[src/hdl/cpu_params.svh]
`ifndef CPU_PARAMS_SVH
`define CPU_PARAMS_SVH

// fixed sizes of the back end

// data and address word width in bits
`define XLEN        32

// general registers x0..x31
`define REG_COUNT   32

// data memory depth in words (1 KiB)
`define DMEM_WORDS  256

`endif

[src/hdl/cpu_pkg.sv]
`default_nettype none

package cpu_pkg;

`include "cpu_params.svh"

// one data or address word
typedef logic [`XLEN-1:0] word_t;

// general register index
typedef logic [$clog2(`REG_COUNT)-1:0] regaddr_t;

// access size, encoded like funct3 of loads and stores
typedef enum logic [2:0] {
    MA_SIZE_B  = 3'd0,
    MA_SIZE_H  = 3'd1,
    MA_SIZE_W  = 3'd2,
    MA_SIZE_BU = 3'd4,
    MA_SIZE_HU = 3'd5
} ma_size_t;

// what the back end does with an operation
typedef enum logic [1:0] {
    OP_REG,     // write alu result to rd
    OP_LOAD,    // write memory data to rd
    OP_STORE    // write memory, no rd
} op_kind_t;

// pc carried by an empty stage slot
localparam word_t NOP_PC = 32'hffff_fffc;

endpackage

`default_nettype wire

[src/hdl/cpu_wb.sv]
`timescale 1ns/1ps
`default_nettype none

module cpu_wb
    import cpu_pkg::*;
(
    input  wire logic       clk_i,
    input  wire logic       reset_i,

    input  wire word_t      dmem_read_data_i,

    input  wire logic       ma_valid_i,
    output      logic       wb_ready_o,
    input  wire word_t      ma_pc_i,
    input  wire word_t      ma_ir_i,
    input  wire word_t      ma_data_i,
    input  wire op_kind_t   ma_kind_i,
    input  wire ma_size_t   ma_size_i,
    input  wire logic [1:0] ma_alignment_i,

    output      logic       retire_valid_o,
    input  wire logic       retire_ready_i,
    output      word_t      retire_pc_o,
    output      regaddr_t   retire_rd_o,
    output      word_t      retire_data_o,
    output      logic       retire_we_o,
    output      logic       empty_o
);

logic       valid_q;
word_t      pc_q;
word_t      ir_q;
word_t      data_q;
op_kind_t   kind_q;
ma_size_t   size_q;
logic [1:0] align_q;

logic       transfer;
word_t      unaligned;
word_t      aligned;
word_t      extended;

assign wb_ready_o = !valid_q || retire_ready_i;
assign transfer   = ma_valid_i && wb_ready_o;

always_ff @(posedge clk_i) begin
    if (reset_i) begin
        valid_q <= 1'b0;
        pc_q    <= NOP_PC;
    end else if (wb_ready_o) begin
        valid_q <= ma_valid_i;
        pc_q    <= ma_pc_i;     // NOP_PC when ma is empty
    end
end

always_ff @(posedge clk_i) begin
    if (transfer) begin
        ir_q    <= ma_ir_i;
        data_q  <= ma_data_i;
        kind_q  <= ma_kind_i;
        size_q  <= ma_size_i;
        align_q <= ma_alignment_i;
    end
end

always_comb begin
    unaligned = (kind_q == OP_LOAD) ? dmem_read_data_i : data_q;

    // bring the addressed byte down to bit 0
    case (align_q)
        2'b00:   aligned = unaligned;
        2'b01:   aligned = {8'b0, unaligned[31:8]};
        2'b10:   aligned = {16'b0, unaligned[31:16]};
        default: aligned = {24'b0, unaligned[31:24]};
    endcase

    case (size_q)
        MA_SIZE_B:  extended = {{24{aligned[7]}}, aligned[7:0]};
        MA_SIZE_H:  extended = {{16{aligned[15]}}, aligned[15:0]};
        MA_SIZE_BU: extended = {24'b0, aligned[7:0]};
        MA_SIZE_HU: extended = {16'b0, aligned[15:0]};
        default:    extended = aligned;     // full word
    endcase
end

assign retire_valid_o = valid_q;
assign retire_pc_o    = pc_q;
assign retire_rd_o    = valid_q ? ir_q[11:7] : '0;
assign retire_data_o  = valid_q ? extended : '0;
assign retire_we_o    = valid_q && (kind_q != OP_STORE);   // stores write no rd

// nothing here and nothing coming from ma, never while in reset
assign empty_o = !reset_i && !valid_q && (ma_pc_i == NOP_PC);

endmodule

`default_nettype wire

[config.mk]
export PLATFORM = sky130hd
export DESIGN_NAME = cpu_wb
export DESIGN_NICKNAME = d
export VERILOG_FILES = /design/src/hdl/cpu_pkg.sv /design/src/hdl/cpu_wb.sv
export VERILOG_INCLUDE_DIRS = /design/src /design/src/hdl
export SDC_FILE = /design/constraint.sdc
export NUM_CORES = 1
export LEC_CHECK = 0
export ABC_AREA = 1
export BUFFER_PORTS_ARGS = -buffer_cell sky130_fd_sc_hd__buf_2
export CORE_ASPECT_RATIO = 1.75
export CORE_MARGIN = 2
export CORE_UTILIZATION = 48
export CTS_CLUSTER_DIAMETER = 80
export DETAILED_ROUTE_END_ITERATION = 16
export PLACE_DENSITY = 0.94
export SYNTH_ARGS = -nofsm -noshare
export SYNTH_HDL_FRONTEND = slang
export SYNTH_SLANG_ARGS = --single-unit
[constraint.sdc]
create_clock -name clk_i -period 6.5 [get_ports clk_i]
set_clock_uncertainty 0.1 [all_clocks]
set_input_delay 0.325 -clock clk_i [delete_from_list [all_inputs] [get_ports clk_i]]
set_output_delay 0.325 -clock clk_i [all_outputs]
set_load 0.03 [all_outputs]
# After elaboration in Yosys (flattened, before gate mapping)
# Index checks and enable logic that the tools add are counted.
[word_totals] regBits=84 inputBits=139 elab_cells=29
[op_classes] eq_ne=8 n_mux=5 n_reduce_logical=9
[op_table] op="$pmux W32 S4" count=1
[op_table] op="$pmux W32 S3" count=1
[op_table] op="$mux W32" count=2
[op_table] op="$eq A32 B32 Y1 const B" count=1
[op_table] op="$eq A3 B3 Y1 const B" count=2
[op_table] op="$mux W5" count=1
[op_table] op="$eq A2 B1 Y1 const B" count=2
[op_table] op="$logic_and A1 B1 Y1" count=4
[op_table] op="$eq A3 B1 Y1 const B" count=1
[op_table] op="$logic_not A3 Y1" count=1
[op_table] op="$eq A2 B2 Y1 const B" count=1
[op_table] op="$logic_not A1 Y1" count=2
[op_table] op="$logic_not A2 Y1" count=1
[op_table] op="$ne A2 B2 Y1 const B" count=1
[op_table] op="$logic_or A1 B1 Y1" count=1

# Longest topological paths before layout
[logic_depth] depth_word=5 depth_mapped=10

# Worst setup path before layout
# No wires, ideal clock.
[synth_timing] path_kind="reg2reg" startpoint="reg valid_q (netlist: retire_valid_o)" endpoint="reg align_q[0], enable pin" arrival_time_ns=2.740 path_slack_ns=3.214 path_stages_with_launch=5 period_less_slack_ns=3.286 cell_sequence="dfxtp_1 inv_2 nor2_1 clkbuf_1 nor2_1"
[synth_between] elab_chain_cells=3
[synth_lines] element="from (decl)" line="cpu_wb.sv:30" text="logic valid_q;"
[synth_lines] element="from (signal assigned)" line="cpu_wb.sv:51" text="valid_q <= ma_valid_i;"
[synth_lines] element="$logic_not A1 Y1" line="cpu_wb.sv:43" text="assign wb_ready_o = !valid_q || retire_ready_i;"
[synth_lines] element="$logic_or A1 B1 Y1" line="cpu_wb.sv:43"
[synth_lines] element="$logic_and A1 B1 Y1" line="cpu_wb.sv:44" text="assign transfer = ma_valid_i && wb_ready_o;"
[synth_lines] element="net transfer" line="cpu_wb.sv:38" text="logic transfer;"
[synth_lines] element="to (signal assigned)" line="cpu_wb.sv:62" text="align_q <= ma_alignment_i;"
[synth_lines] element="to (decl)" line="cpu_wb.sv:36" text="logic [1:0] align_q;"
# The timed path passes the listed nets, and every way through them passes these cells.
# A chain may end at the register's enable or synchronous reset.

# Worst setup path after layout
[layout_timing] startpoint="reg kind_q[0]" endpoint="out retire_data_o[20]"
[layout_between] elab_chain_cells=5
[layout_lines] element="from (decl)" line="cpu_wb.sv:34" text="op_kind_t kind_q;"
[layout_lines] element="from (signal assigned)" line="cpu_wb.sv:60" text="kind_q <= ma_kind_i;"
[layout_lines] element="$eq A2 B1 Y1" line="cpu_wb.sv:67" text="unaligned = (kind_q == OP_LOAD) ? dmem_read_data_i : data_q;"
[layout_lines] element="$mux W32" line="cpu_wb.sv:67"
[layout_lines] element="$pmux W32 S3" line="cpu_wb.sv:70" text="case (align_q)"
[layout_lines] element="$pmux W32 S4" line="cpu_wb.sv:77" text="case (size_q)"
[layout_lines] element="$mux W32" line="cpu_wb.sv:89" text="assign retire_data_o = valid_q ? extended : '0;"
[layout_lines] element="to (decl)" line="cpu_wb.sv:25" text="output word_t retire_data_o,"
# No other way between the ends.

==> run metrics <==
status=finished, final reports clean; Num CTS Buffers=9; H-tree level count=3; Vias=3957; FMAX=317 MHz; DR DRC count=0; register-to-register setup slack=3.89 ns; sequential area share after synthesis=51.9%; Die W=71.4 um; Reg2Reg Capture Point=size_q[2]; Worst Hold Depth=2; Port-buffer cells=184; met2 usage=45.9%; Post-Syn Nets=603; post-layout min period=3.15 ns; Initial Utilization=49.0%; Synth Warn #=0; count of flip-flops with a built-in enable after synthesis=44; Post-Syn Instances=464; class of the worst hold path=in -> reg; # IOs=212; slowest stage delay, CP=0.56 ns; post-layout net count=778; unrepaired setup endpoints after global routing=false; Final period util=48.5%; met3 usage=7.61%; Detail Route Antenna Nets=0; ANT cells=0; met1 GRT Util=24.7%; Syn Area/Cell=8.23 um2; top_reg_cell synth=edfxtp_1; Worst Hold End=retire_valid_o; GRT Overall Usage=25.2%; CP arrival=2.73 ns; post-layout util=64.9%; Filler Cells Inserted=651; Via density=5.39; worst-margin pin slew=1.16 ns; power per cell area=254 nW/um2; grt ovf=0; commonest non-fill, non-tap cell in the layout=buf_2; drt total wl=11200 um; Area growth syn-to-layout=32.5%; antenna violations before repair=1; Clock Tree Buf Depth=2; clock-pin slew on the worst setup and hold paths=0.05 ns; Post-Syn Area=3820 um2; CTS tree=yes; setup TNS=0 ns; delay-heaviest family, CP=simple AND/OR/NAND/NOR gates; area of the core=7800 um2; CP Data Required Time=6.07 ns; Top Usage Layer GRT=met2; Skew-Pair Late Insertion Delay=0.32 ns; Worst path slowest cell=nand2_2; vias in the first global route=3827; gpl congestion=1.02; Hold Fails Final Rpt=0; max_slew headroom=22.6%; Lkg Pwr=2.45 nW; CTS resizes=0; crit path kind=reg -> out; Die Y=122 um; fin. max-slew vios=0; CTS Hold Bufs=0; CP Cell Sequence=nand2_2 > nand2_1 > nand3_1 > nand4_2 > nand2_4 > nand2_2 > nand2_4 > nor2_1 > buf_2; Worst Reg-to-Reg Cells=4; final setup vio count=0; DRT iter0 DRCs=245; crit path launch type=flop; worst r2r src=retire_valid_o; Worst Setup End Kind=output pin; crit path max fanout=42; post-CTS setup buffer count=0; max-cap violations=0; share of cells above drive strength 1=36.0%; hold_sp=reset_i; drt pass-1 iters=8; synth unique cells=30; die area=8720 um2; CP bufs+invs=1; #FFs+latches synth=77; first-pass GRT wire length=17100 um; clk root buf=clkbuf_16; row cnt=43; DR WL/cell=15.3 um; post-DP HPWL=8690 um; worst hold slack=0.0681 ns; largest net degree at the start of global routing=45; commonest non-fill, non-tap cells in the layout=buf_2 (184), nand2_1 (112), nor2_1 (45), edfxtp_1 (44), nand3_1 (42); Async S/R FF share, synth=0%; peak supply drop=0.223 mV; clock sink count=77
[power by group]
part	switching [mW]	internal, mW
clock	0.174	0.295
combinational	0.171	0.0799
sequential	0.0173	0.551
[cell families after synthesis]
kind of cell	count (synthesis)	share of synthesized area [%]
AOI/OAI and AO/OA	90	12.3
and+or+nand+nor	240	29.7
DFF	77	51.9
buffers and inverters	57	6.19
[flip-flops by register name (all words and copies together) (netlist names)]
register,count
data_q,32
retire_pc_o,32
ir_q,5
size_q,3
align_q,2
kind_q,2
retire_valid_o,1
[stage by stage]
step           total power [mW]  instances  worst slack [ns]  instance area, um2
2_1_floorplan             0.737        464              3.21                3820
3_3_place_gp              0.816        718              3.80                4770
3_5_place_dp              0.824        718              3.72                4770
4_1_cts                    1.29        734              3.38                5060
5_1_grt                    1.34        734              3.19                5060
6_report                   1.29        734              3.35                5060
[Yosys cell counts, types with 2 or more instances]
| library cell | n | area share [%] |
|---|---|---|
| inv_2 | 9 | 0.88 |
| nand2_2 | 2 | 0.33 |
| edfxtp_1 | 44 | 35 |
| nor2_4 | 12 | 3.5 |
| nor2_1 | 47 | 4.6 |
| nand4_1 | 7 | 1.1 |
| a21oi_1 | 23 | 3.0 |
| a31oi_1 | 2 | 0.33 |
| o22ai_1 | 9 | 1.5 |
| nand2_1 | 112 | 11 |
| nor3_1 | 2 | 0.26 |
| nand3_2 | 2 | 0.52 |
| clkbuf_1 | 15 | 1.5 |
| inv_1 | 26 | 2.6 |
| buf_2 | 5 | 0.65 |
| o21ai_1 | 22 | 2.9 |
| o21ai_0 | 33 | 4.3 |
| dfxtp_1 | 33 | 17 |
| or2_0 | 6 | 0.98 |
| nand2_4 | 2 | 0.59 |
| nand3_1 | 42 | 5.5 |
[worst register-to-register path, cell delays in order, from the launching register on]
cell and delay, ns:
dfxtp_1 0.51, inv_2 0.35, nor2_2 0.09, buf_4 0.25, nor2_4 0.91
[cell type report]
| cell class | instances | area [um2] | share of cell area [%] |
|---|---|---|---|
| Inverter | 36 | 135 | 2.67 |
| Multi-Input combinational cell | 330 | 1610 | 31.8 |
| Timing Repair Buffer | 185 | 928 | 18.3 |
| Tap cell | 90 | 113 | 2.22 |
| Clock inverter | 3 | 16.3 | 0.321 |
| Clock buffer | 13 | 275 | 5.44 |
| Sequential cell | 77 | 1980 | 39.2 |
[per-layer routing]
metal / up-vias / wire [um] / part of all wire (%)
met1: 1753 / 3750 / 33
met5: - / 13 / 0.12
met4: 2 / 453 / 4.0
li1: 1910 / - / -
met3: 46 / 1050 / 9.3
met2: 246 / 5980 / 53
[how the worst max path moves through the flow]
stage               cells after the start  slack (ns)      startpoint           endpoint
detailed placement                      9        3.72       kind_q[0]  retire_data_o[20]
global placement                        9        3.80       kind_q[0]  retire_data_o[20]
CTS                                     9        3.38       kind_q[0]  retire_data_o[20]
floorplan                               4        3.21  retire_valid_o         align_q[0]
finish                                  9        3.35       kind_q[0]  retire_data_o[20]
global route                            9        3.19       kind_q[0]  retire_data_o[19]
No activity file was read; power rests on OpenSTA's default activity.
