$ cat src/hdl/cpu_params.svh
`ifndef CPU_PARAMS_SVH
`define CPU_PARAMS_SVH

// fixed sizes of the back end

// data and address word width in bits
`define XLEN        32

// general registers x0..x31
`define REG_COUNT   32

// data memory depth in words (1 KiB)
`define DMEM_WORDS  256

`endif

$ cat src/hdl/cpu_pkg.sv
`default_nettype none

package cpu_pkg;

`include "cpu_params.svh"

// one data or address word
typedef logic [`XLEN-1:0] word_t;

// general register index
typedef logic [$clog2(`REG_COUNT)-1:0] regaddr_t;

// access size, encoded like funct3 of loads and stores
typedef enum logic [2:0] {
    MA_SIZE_B  = 3'd0,
    MA_SIZE_H  = 3'd1,
    MA_SIZE_W  = 3'd2,
    MA_SIZE_BU = 3'd4,
    MA_SIZE_HU = 3'd5
} ma_size_t;

// what the back end does with an operation
typedef enum logic [1:0] {
    OP_REG,     // write alu result to rd
    OP_LOAD,    // write memory data to rd
    OP_STORE    // write memory, no rd
} op_kind_t;

// pc carried by an empty stage slot
localparam word_t NOP_PC = 32'hffff_fffc;

endpackage

`default_nettype wire

$ cat src/hdl/cpu_ma.sv
`timescale 1ns/1ps
`default_nettype none

module cpu_ma
    import cpu_pkg::*;
(
    input  wire logic       clk_i,
    input  wire logic       reset_i,

    input  wire logic       issue_valid_i,
    output      logic       issue_ready_o,
    input  wire word_t      issue_pc_i,
    input  wire word_t      issue_ir_i,
    input  wire word_t      issue_result_i,     // alu result or address
    input  wire word_t      issue_store_data_i,

    input  wire logic       wb_ready_i,
    output      logic       ma_valid_o,
    output      word_t      ma_pc_o,
    output      word_t      ma_ir_o,
    output      word_t      ma_data_o,
    output      op_kind_t   ma_kind_o,
    output      ma_size_t   ma_size_o,
    output      logic [1:0] ma_alignment_o,

    output      logic       dmem_en_o,
    output      logic       dmem_we_o,
    output      word_t      dmem_addr_o,        // word address
    output      logic [3:0] dmem_be_o,
    output      word_t      dmem_wdata_o
);

// major opcodes that touch memory
typedef enum logic [6:0] {
    OPC_LOAD  = 7'b0000011,
    OPC_STORE = 7'b0100011
} opcode_t;

op_kind_t issue_kind;
ma_size_t issue_size;

logic     valid_q;
word_t    pc_q;
word_t    ir_q;
word_t    result_q;
word_t    store_q;
op_kind_t kind_q;
ma_size_t size_q;

logic     advance;

always_comb begin
    case (issue_ir_i[6:0])
        OPC_LOAD:  issue_kind = OP_LOAD;
        OPC_STORE: issue_kind = OP_STORE;
        default:   issue_kind = OP_REG;
    endcase

    // register writes pass the whole word through
    if (issue_kind == OP_REG) begin
        issue_size = MA_SIZE_W;
    end else begin
        issue_size = ma_size_t'(issue_ir_i[14:12]);
    end
end

assign advance       = valid_q && wb_ready_i;
assign issue_ready_o = !valid_q || advance;    // empty or moving on

always_ff @(posedge clk_i) begin
    if (reset_i) begin
        valid_q <= 1'b0;
        pc_q    <= NOP_PC;
    end else if (issue_ready_o) begin
        valid_q <= issue_valid_i;
        pc_q    <= issue_valid_i ? issue_pc_i : NOP_PC;
    end
end

always_ff @(posedge clk_i) begin
    if (issue_ready_o && issue_valid_i) begin
        ir_q     <= issue_ir_i;
        result_q <= issue_result_i;
        store_q  <= issue_store_data_i;
        kind_q   <= issue_kind;
        size_q   <= issue_size;
    end
end

assign ma_valid_o     = valid_q;
assign ma_pc_o        = pc_q;
assign ma_ir_o        = ir_q;
assign ma_data_o      = result_q;
assign ma_kind_o      = kind_q;
assign ma_size_o      = size_q;
assign ma_alignment_o = (kind_q == OP_LOAD) ? result_q[1:0] : 2'b00;

// memory access happens on the advance edge
assign dmem_en_o    = advance;
assign dmem_we_o    = valid_q && (kind_q == OP_STORE);
assign dmem_addr_o  = {2'b00, result_q[31:2]};
assign dmem_wdata_o = store_q << {result_q[1:0], 3'b000};   // move to byte lane

always_comb begin
    case (size_q)
        MA_SIZE_B, MA_SIZE_BU: dmem_be_o = 4'b0001 << result_q[1:0];
        MA_SIZE_H, MA_SIZE_HU: dmem_be_o = 4'b0011 << result_q[1:0];
        default:               dmem_be_o = 4'b1111;
    endcase
end

endmodule

`default_nettype wire

$ cat config.mk
export PLATFORM = sky130hd
export DESIGN_NAME = cpu_ma
export DESIGN_NICKNAME = d
export VERILOG_FILES = /design/src/hdl/cpu_pkg.sv /design/src/hdl/cpu_ma.sv
export VERILOG_INCLUDE_DIRS = /design/src /design/src/hdl
export SDC_FILE = /design/constraint.sdc
export NUM_CORES = 1
export LEC_CHECK = 0
export BUFFER_PORTS_ARGS = -buffer_cell sky130_fd_sc_hd__buf_2
export CORE_MARGIN = 2
export CORE_UTILIZATION = 25
export DETAILED_ROUTE_END_ITERATION = 7
export GPL_TIMING_DRIVEN = 0
export PLACE_DENSITY_LB_ADDON = 0.25
export SLEW_MARGIN = 10
export SYNTH_ARGS = -nofsm -noshare
export SYNTH_HDL_FRONTEND = slang
export SYNTH_SLANG_ARGS = --single-unit
export TNS_END_PERCENT = 1
$ cat constraint.sdc
create_clock -name clk_i -period 3.4 [get_ports clk_i]
set_input_delay 0 -clock clk_i [delete_from_list [all_inputs] [get_ports clk_i]]
set_output_delay 0 -clock clk_i [all_outputs]
set_load 0.02 [all_outputs]
==> Word-level counts from Yosys, hierarchy flattened <==
Cells that the tools add are included.
{ "word_totals": {"memories": 0, "mem_bits_ro": 0, "word_cells": 30, "input_bits": 132, "reg_bits": 134, "ram_bits": 0, "latchBits": 0, "output_inout_bits": 175} }
{ "op_classes": {"div_mod_pow": 0, "n_bitwise": 0, "n_eq_ne": 7, "add_sub_neg": 0, "reduce_logical": 9, "mux": 4, "shift": 3, "n_mul": 0, "magnitude_cmp": 0} }
{ "ops": {"columns": ["cell", "count"], "rows": [
  ["32-bit two-way mux", 1],
  ["32-bit by 5-bit << shifter with 32-bit output", 1],
  ["4-bit case mux with 2 select lines", 1],
  ["7-bit by 2-bit == test with 1-bit output, second input constant", 1],
  ["7-bit by 6-bit == test with 1-bit output, second input constant", 1],
  ["3-bit == test, second input constant", 2],
  ["2-bit case mux with 2 select lines", 1],
  ["2-bit OR reduction", 2],
  ["1-bit by 2-bit << shifter with 4-bit output, first input constant", 1],
  ["2-bit by 2-bit << shifter with 4-bit output, first input constant", 1],
  ["3-bit by 1-bit == test with 1-bit output, second input constant", 1],
  ["1-bit logical AND", 3],
  ["3-bit logical NOT", 1],
  ["2-bit by 1-bit == test with 1-bit output, second input constant", 1],
  ["2-bit == test, second input constant", 1],
  ["2-bit logical NOT", 1],
  ["2-bit two-way mux", 1],
  ["1-bit logical NOT", 1],
  ["1-bit logical OR", 1]
]} }

==> Depth between registers and ports, before layout <==
Gate-level depths: netlist of the first run.
{ "depth": {"depth_word": 3, "mapped_depth": 6, "ltp_nobuf": 4} }

==> Worst setup path after synthesis of the first run <==
OpenSTA, ideal clock, no wires.
{ "synth_path": {"path_kind": "flip-flop to flip-flop", "from": "reg valid_q, in the netlist ma_valid_o", "to": "reg result_q[0], in the netlist ma_data_o[0], enable pin", "arrival_time_ps": 3240, "n_path_buf": 2, "setup_slack_ps": -311, "path_stages_with_launch": 6, "setup_ps": 472, "period_less_slack_ps": 3711, "required_time_ps": 2928, "path_cell_list": "dfxtp_1 nor2b_4 buf_6 inv_8 buf_8 and2_1"} }
{ "synth_between": {"elab_chain_len": 3, "elab_cells_between_ends": 4, "classes_between": "4 x reduce/logical"} }
{ "synth_rtl": {"columns": ["item", "line_no", "source"], "rows": [
  ["start: declaration", "cpu_ma.sv:42", "logic valid_q;"],
  ["start signal: assignment", "cpu_ma.sv:75", "valid_q <= issue_valid_i;"],
  ["1-bit logical NOT or 1-bit logical AND (tied branches)", "cpu_ma.sv:68, cpu_ma.sv:67", null],
  ["1-bit logical OR *", "cpu_ma.sv:68", "assign issue_ready_o = !valid_q || advance;"],
  ["net issue_ready_o", "cpu_ma.sv:11", "output logic issue_ready_o,"],
  ["1-bit logical AND *", "cpu_ma.sv:81", "if (issue_ready_o && issue_valid_i) begin"],
  ["end signal: assignment", "cpu_ma.sv:83", "result_q <= issue_result_i;"],
  ["end: declaration", "cpu_ma.sv:45", "word_t result_q;"]
]} }
The timed path passes the listed nets; every way through them passes the cells marked *.
A chain may end at the register's enable or synchronous reset.

==> Worst setup path after layout of the first run <==
{ "layout_path": {"from": "reg valid_q, in the netlist ma_valid_o", "to": "reg ir_q[8], in the netlist ma_ir_o[8], enable pin"} }
{ "layout_between": {"elab_chain_len": 3, "elab_cells_between_ends": 4, "classes_between": "4 x reduce/logical"} }
{ "layout_rtl": {"columns": ["item", "line_no", "source"], "rows": [
  ["1-bit logical NOT or 1-bit logical AND (tied branches)", "cpu_ma.sv:68, cpu_ma.sv:67", null],
  ["1-bit logical OR *", "cpu_ma.sv:68", null],
  ["1-bit logical AND *", "cpu_ma.sv:81", null],
  ["end signal: assignment", "cpu_ma.sv:82", "ir_q <= issue_ir_i;"],
  ["end: declaration", "cpu_ma.sv:44", "word_t ir_q;"]
]} }
Mark *: on every way between the ends. The rest lies on a longest branch, timed or not.

==> impl_results.md, run 1 <==
- Fillers: 1,968
- Vias in the first global route: 4,733
- Area contributors post-synth: edfxtp_1 (56%), dfxtp_1 (12%), buf_4 (4.9%)
- Number of DRC markers in iteration 0: 155
- Final core occ: 43.8%
- Synth top area share: 56.5%
- Worst skew pair latency: 410 ps
- CP Class: reg -> reg
- Most area-hungry cell type in the Yosys netlist: edfxtp_1
- Final cell count without fillers: 1,132
- Switching Fraction: between 20% and 30%
- Post-synth cell types: 29
- Pre-CTS WS: about 1200 ps
- Yosys warns: 0
- Starting Density: 25.5%
- Setup violations, final: 0
- I/O pins: 307
- Post-synth EDFFs: around 100
- Largest family of logic cells by synthesized area: simple AND/OR/NAND/NOR gates
- Pwr Density: 484 mW/mm²
- Post-synth ARST share: 0%
- Clock share of power: 41.6%
- P_int: around 3.3 mW
- Clk root buf: clkbuf_16
- Fin. Hold Viols: 0
- Post-synthesis simple-gate area fraction: 12.8%
- Post-synthesis xor/xnor area fraction: 0%
- DR WL/cell: 15.2 µm
- Port Buffers: 304
- Worst setup EP type: flop
- Clock slew seen by the registers of the worst setup and hold paths: approximately 60 ps
- Adder-Cell Fraction of Synth Area: 0%
- Placer Congestion: 0.754
- Slew Limit Headroom: 57.1%
- Mux contribution to synthesized area: under 10%
- DR pass1 iterations: 4
- Largest net degree at the start of global routing: 60
- Post-CTS Setup Inserts: 0
- Post-synth top flop: edfxtp_1
- Post-route setup TNS: 0 ps
- Hold Crit Class: in -> reg
- Placed instance count: around 960
- Routed WL: approximately 17 mm
- Avg Inst Size Synth: 14.0 µm²
- Maxcap violations: 0
- Worst VDD drop: 0.000305 V
- Slew @ Worst Pin: 644 ps
- First-pass GRT wire length: 24.9 mm
- Initial antenna violation count: 1
- Number of remaining DRC errors: 0
- Seq pwr share: a little over two fifths
- Worst path required time: 3480 ps
- Vias per cell: around 4
- Clock tree buffer depth: 2
- Hold slack: between 150 and 200 ps
- Clock Sinks: 134
- Via count: 4,610
- Die height: roughly 150 µm
- Worst Skew: roughly 7 ps
- Max FO, Critical Path: 59
- H-tree levels: 4
- Nets: roughly 1,000
- Die area: 0.0227 mm²
- Post-synthesis compound-gate area fraction: 7.39%
- Row cnt: 53
- Sequential cell area: around 0.0037 mm²
- Proportion of layout cells with a drive suffix above 1: 46.6%
- Final Critical Period: 2150 ps
- WP data arrival: 2230 ps
- Register area share after synthesis: 68.8%
- Core Region: 0.0210 mm²
- Logic pwr share: 15.7%
- Tot GR Track Use: 14.5%
- Num CTS Buffers: 17
- Worst setup margin: about 1200 ps
- Fin crit share: 63.3%
- Antenna viol nets, final: 0
- Switching power: around 1.2 mW
- Footprint of the multi-input gates: 0.00125 mm²
- Area Growth Syn to Fin: 71.6%
- Grt ovf: 0
- Register bit count reported by yosys: 134
- Outcome: completed
- RSZ-0062 raised after global routing: false
- Synthesized instance count: roughly 380
- CTS tree: yes
- Critical path launch point type: flop
- Cell area after synthesis: approximately 0.0054 mm²
- Dpl hpwl: 12.1 mm
- LEAKAGE: 4.06 nW
- Die X-Extent: 151 µm
- Slew Limit Fails: 0
- F_max: 465 MHz
## worst max-delay path, cell delays in order (launching register included)
cell,delay (ps)
dfxtp_1,340
nor2b_4,140
buf_6,140
inv_8,80
buf_8,150
and2_4,570
buf_16,340
## cells by family after synthesis
| group | count (synthesis) |
|---|---|
| other | 1 |
| multiplexers | 16 |
| flip-flops | 134 |
| AO/OA/AOI/OAI | 59 |
| buffers and inverters | 55 |
| AND/OR/NAND/NOR | 118 |
## metrics by stage
| step | total power, mW | instance area [µm²] |
|---|---|---|
| 3_3_place_gp | 2.51 | 7240 |
| 2_1_floorplan | 2.26 | 5380 |
| 4_1_cts | 4.53 | 9210 |
| 6_report | 4.46 | 9220 |
| 5_1_grt | 4.65 | 9220 |
| 3_5_place_dp | 2.52 | 7270 |
## flip-flops by register name, summed over array words and instances, names as in the netlist
name and cells:
ma_ir_o 32, ma_valid_o 1, ma_data_o 32, ma_size_o 3, ma_pc_o 32, ma_kind_o 2, store_q 32
## cell usage after synthesis (3+ instances only)
cell type  instances
a211oi_1           8
a21oi_1           10
and2_1            13
and2b_1            4
buf_2              3
buf_4             35
buf_6              9
clkbuf_1           6
dfxtp_1           33
edfxtp_1         101
mux2i_1           16
nand2_1           11
nor2_1            33
nor2_2            10
nor2b_1            6
nor3b_1           30
o21ai_0            9
o21bai_1          31
## layout make-up
class,count,share of cell area [%]
Buffer,54,4.52
Clock inverter,15,1.82
Inverter,1,0.122
Antenna cell,1,0.0272
Clock buffer,17,4.62
Tap cell,275,3.73
Sequential cell,134,40.1
Timing Repair Buffer,440,31.5
Multi-Input combinational cell,195,13.6
## repair_timing
item / in CTS / in global routing
resized for setup: 0 / 0
hold buffers: 135 / 0
endpoints found under the hold margin: 133 / 0
## metal layers
| layer | share of wire [%] | GRT usage, % | up-vias |
|---|---|---|---|
| li1 | - | - | 2260 |
| met1 | 41 | 16.8 | 2145 |
| met2 | 49 | 25.1 | 190 |
| met3 | 8.1 | 5.12 | 15 |
| met4 | 1.3 | 4.86 | 0 |
| met5 | 0 | 0 | - |
## final timing paths
check,startpoint,end,slack (ps),depth (start not counted)
max reg2reg,ma_valid_o,ma_ir_o[8],1250,6
min reg2reg,ma_pc_o[1],ma_pc_o[1],450,2
min,reset_i,ma_valid_o,160,3
max,ma_valid_o,ma_ir_o[8],1250,6
## power by group through the flow
stage	Sequential (mW)	Clock, mW	Combinational, mW
6_report	1.90	1.85	0.701
5_1_grt	1.91	1.98	0.753
4_1_cts	1.90	1.92	0.704
3_5_place_dp	1.94	0	0.578
3_3_place_gp	1.94	0	0.570
2_1_floorplan	2.02	0	0.245
## layout by cell type, fill, tap and decap left out, drive strengths merged, types with 3 or more instances in the layout
cell | netlist | routed
buf | 48 | 353
dlygate4sd3 | 0 | 135
edfxtp | 101 | 101
nor2 | 43 | 43
dfxtp | 33 | 33
o21bai | 31 | 31
nor3b | 30 | 30
clkbuf | 6 | 23
mux2i | 16 | 16
and2 | 13 | 13
nand2 | 11 | 11
a21oi | 10 | 10
o21ai | 9 | 9
a211oi | 8 | 8
nor2b | 8 | 8
inv | 1 | 8
and2b | 4 | 4
clkinvlp | 0 | 3
clkinv | 0 | 3
Note: power is estimated with default switching activity, not from simulation.
==> run 2: changes to the inputs <==
Clock period 3.4 ns to 2.2 ns, I/O delays scaled along.
==> run 2 against run 1 <==
Net effect:
- fmax is 3.8% higher
- worst hold slack worse by 23 ps
- non-clock buffer count stayed put
- clock skew hardly changed
- setup slack worse by 1100 ps
- critical endpoint is now ma_pc_o[8]
- highest routed layer unchanged
==> impl_results.md, run 2 (synthesized netlist as in run 1, its figures left out) <==
- WP data arrival: 2380 ps (was 2230 ps)
- Most frequent cells in the layout: buf_2 (307), dlygate4sd3_1 (135), edfxtp_1 (101) (unchanged)
- Hold Crit Class: in -> reg (unchanged)
- Max FO, Critical Path: 7 (was 59)
- I/O pins: 307 (unchanged)
- M3 GR Usage: 4.64% (was 5.12%)
- Post-CTS Setup Inserts: 0 (unchanged)
- GRT busiest layer: met2 (unchanged)
- Pwr Total: 7.15 mW (was 4.46 mW)
- Core Region: 0.0210 mm² (unchanged)
- Num CTS Buffers: 17 (unchanged)
- Placer Congestion: 0.750 (was 0.754)
- Area Growth Syn to Fin: 72.8% (was 71.6%)
- Tot GR Track Use: 14.4% (was 14.5%)
- DR pass1 iterations: 4 (unchanged)
- M2 GR Usage: 24.7% (was 25.1%)
- Outcome: completed (unchanged)
- Fin. Hold Viols: 0 (unchanged)
- Fin crit share: 94.2% (was 63.3%)
- First-pass GRT wire length: 24.6 mm (was 24.9 mm)
- Clk root buf: clkbuf_16 (unchanged)
- Post-route cell area: 0.00928 mm² (was 0.00922 mm²)
- Slew @ Worst Pin: 605 ps (was 644 ps)
- H-tree levels: 4 (unchanged)
- Crit-path max cell delay: 570 ps (about the same)
- Slew Limit Fails: 0 (unchanged)
- Clock tree buffer depth: 2 (unchanged)
- Slew Limit Headroom: 59.7% (was 57.1%)
- LEAKAGE: 4.10 nW (was 4.06 nW)
- Worst setup EP type: flop (unchanged)
- DR WL/cell: 15.2 µm (about the same)
- CP Cell Sequence: nor2b_4 -> buf_6 -> nor3b_1 -> dlygate4sd3_1 -> o21bai_1 -> dlygate4sd3_1 (was nor2b_4 -> buf_6 -> inv_8 -> buf_8 -> and2_4 -> buf_16)
- Largest net degree at the start of global routing: 55 (was 60)
- Critical path launch point type: flop (unchanged)
- Final Critical Period: 2070 ps (was 2150 ps)
- Port Buffers: 304 (unchanged)
- Via count: 4,651 (was 4,610)
- Critical path's slowest cell: dlygate4sd3_1 (was and2_4)
- Proportion of layout cells with a drive suffix above 1: 46.8% (was 46.6%)
- Clock slew seen by the registers of the worst setup and hold paths: 60 ps (about the same)
- Worst Skew: 6.90 ps (was 6.86 ps)
- Routed WL: 17.2 mm (about the same)
- Die height: 151 µm (unchanged)
- Worst skew pair latency: 420 ps (was 410 ps)
- Row cnt: 53 (unchanged)
- CTS tree: yes (unchanged)
- Footprint of the multi-input gates: 0.00127 mm² (was 0.00125 mm²)
- Vias in the first global route: 4,620 (was 4,733)
- Die X-Extent: 151 µm (unchanged)
- Maxcap violations: 0 (unchanged)
- Worst path required time: 2500 ps (was 3480 ps)
- Setup violations, final: 0 (unchanged)
- Fillers: 1,968 (unchanged)
- Dpl hpwl: 11.9 mm (was 12.1 mm)
- Pwr Density: 771 mW/mm² (was 484 mW/mm²)
- RSZ-0062 raised after global routing: false (unchanged)
- CP Class: reg -> reg (unchanged)
- Number of remaining DRC errors: 0 (unchanged)
- Initial antenna violation count: 1 (unchanged)
- Met1 Use GR: 16.7% (was 16.8%)
- Commonest non-fill, non-tap cell in the layout: buf_2 (unchanged)
- Hold slack: 132 ps (was 155 ps)
- Number of DRC markers in iteration 0: 138 (was 155)
- Antenna viol nets, final: 0 (unchanged)
- Clock Sinks: 134 (unchanged)
- Worst VDD drop: 0.000444 V (was 0.000305 V)
- Post-placement cell area: 0.00727 mm² (unchanged)
- F_max: 482 MHz (was 465 MHz)
- Grt ovf: 0 (unchanged)
- Nets: 976 (was 975)
- Vias per cell: 4.11 (was 4.07)
- Die area: 0.0227 mm² (unchanged)
- Sequential cell area: 0.00369 mm² (unchanged)
- Starting Density: 25.5% (unchanged)
- Most Frequent Cell on Critical Path: dlygate4sd3_1
## run 2: cell types whose count changed in the layout (fill, tap and decap cells not counted), moves of 2 or more
| cell | previous run | this run |
|---|---|---|
| bufinv_16 | 2 | 4 |
| clkinv_4 | 2 | 4 |
| clkinvlp_4 | 3 | 1 |
| inv_6 | 6 | 2 |
| inv_8 | 2 | 4 |
## run 2: cell type report
type | instances | share of cell area (%)
antenna | 1 | 0.0270
buffer | 54 | 4.49
timing repair buffer | 440 | 31.3
sequential | 134 | 39.8
clock buffer | 17 | 4.58
clock inverter | 15 | 2.35
multi-input combinational | 196 | 13.7
tap | 275 | 3.71
inverter | 1 | 0.121
## run 2: metal layers
layer  wire length [µm]  vias up  part of all wire (%)
met5                  0        -                     0
met4                274        0                   1.6
met3               1410       17                   8.2
met2               8360      195                    49
met1               7160     2175                    42
li1                   -     2264                     -
## run 2: what timing repair did
item | 4_1_cts | 5_1_grt
hold buffers | 135 | 0
setup endpoints to repair | 33 | 1
pin swaps | 0 | 0
endpoints found under the hold margin | 133 | 0
gates cloned | 1 | 0
gates resized for setup | 0 | 1
## run 2: worst paths after layout
kind	slack (ps)	start	end	cells after the start
worst max register to register	130	ma_valid_o	ma_pc_o[8]	6
worst min register to register	450	ma_pc_o[1]	ma_pc_o[1]	2
worst max-delay path	130	ma_valid_o	ma_pc_o[8]	6
worst min-delay path	130	reset_i	ma_valid_o	3
## run 2: worst max-delay path: cells and delay by family, from the launching register on
family / cells / cell delay (ps)
AOI/OAI and AO/OA: 1 / 60
DFF: 1 / 340
and+or+nand+nor: 2 / 310
buffers and inverters: 3 / 1250
## run 2: report_power, final
group | leakage (nW) | switching, mW | total (mW) | internal, mW
registers | 1.25 | 0.0639 | 2.94 | 2.88
clock network | 0.311 | 1.20 | 3.13 | 1.93
logic | 2.54 | 0.572 | 1.08 | 0.508
total | 4.10 | 1.83 | 7.15 | 5.32
## run 2: through the flow
| step | std cells | TNS, ps | setup slack (ps) | utilization [%] |
|---|---|---|---|---|
| 2_1_floorplan | 384 | 0 | 139 | - |
| 3_3_place_gp | 963 | -22100 | -225 | 34.5 |
| 3_5_place_dp | 964 | 0 | 3.07 | 34.6 |
| 4_1_cts | 1132 | 0 | 137 | 44.1 |
| 5_1_grt | 1133 | 0 | 21.1 | 44.1 |
| 6_report | 1133 | 0 | 127 | 44.1 |
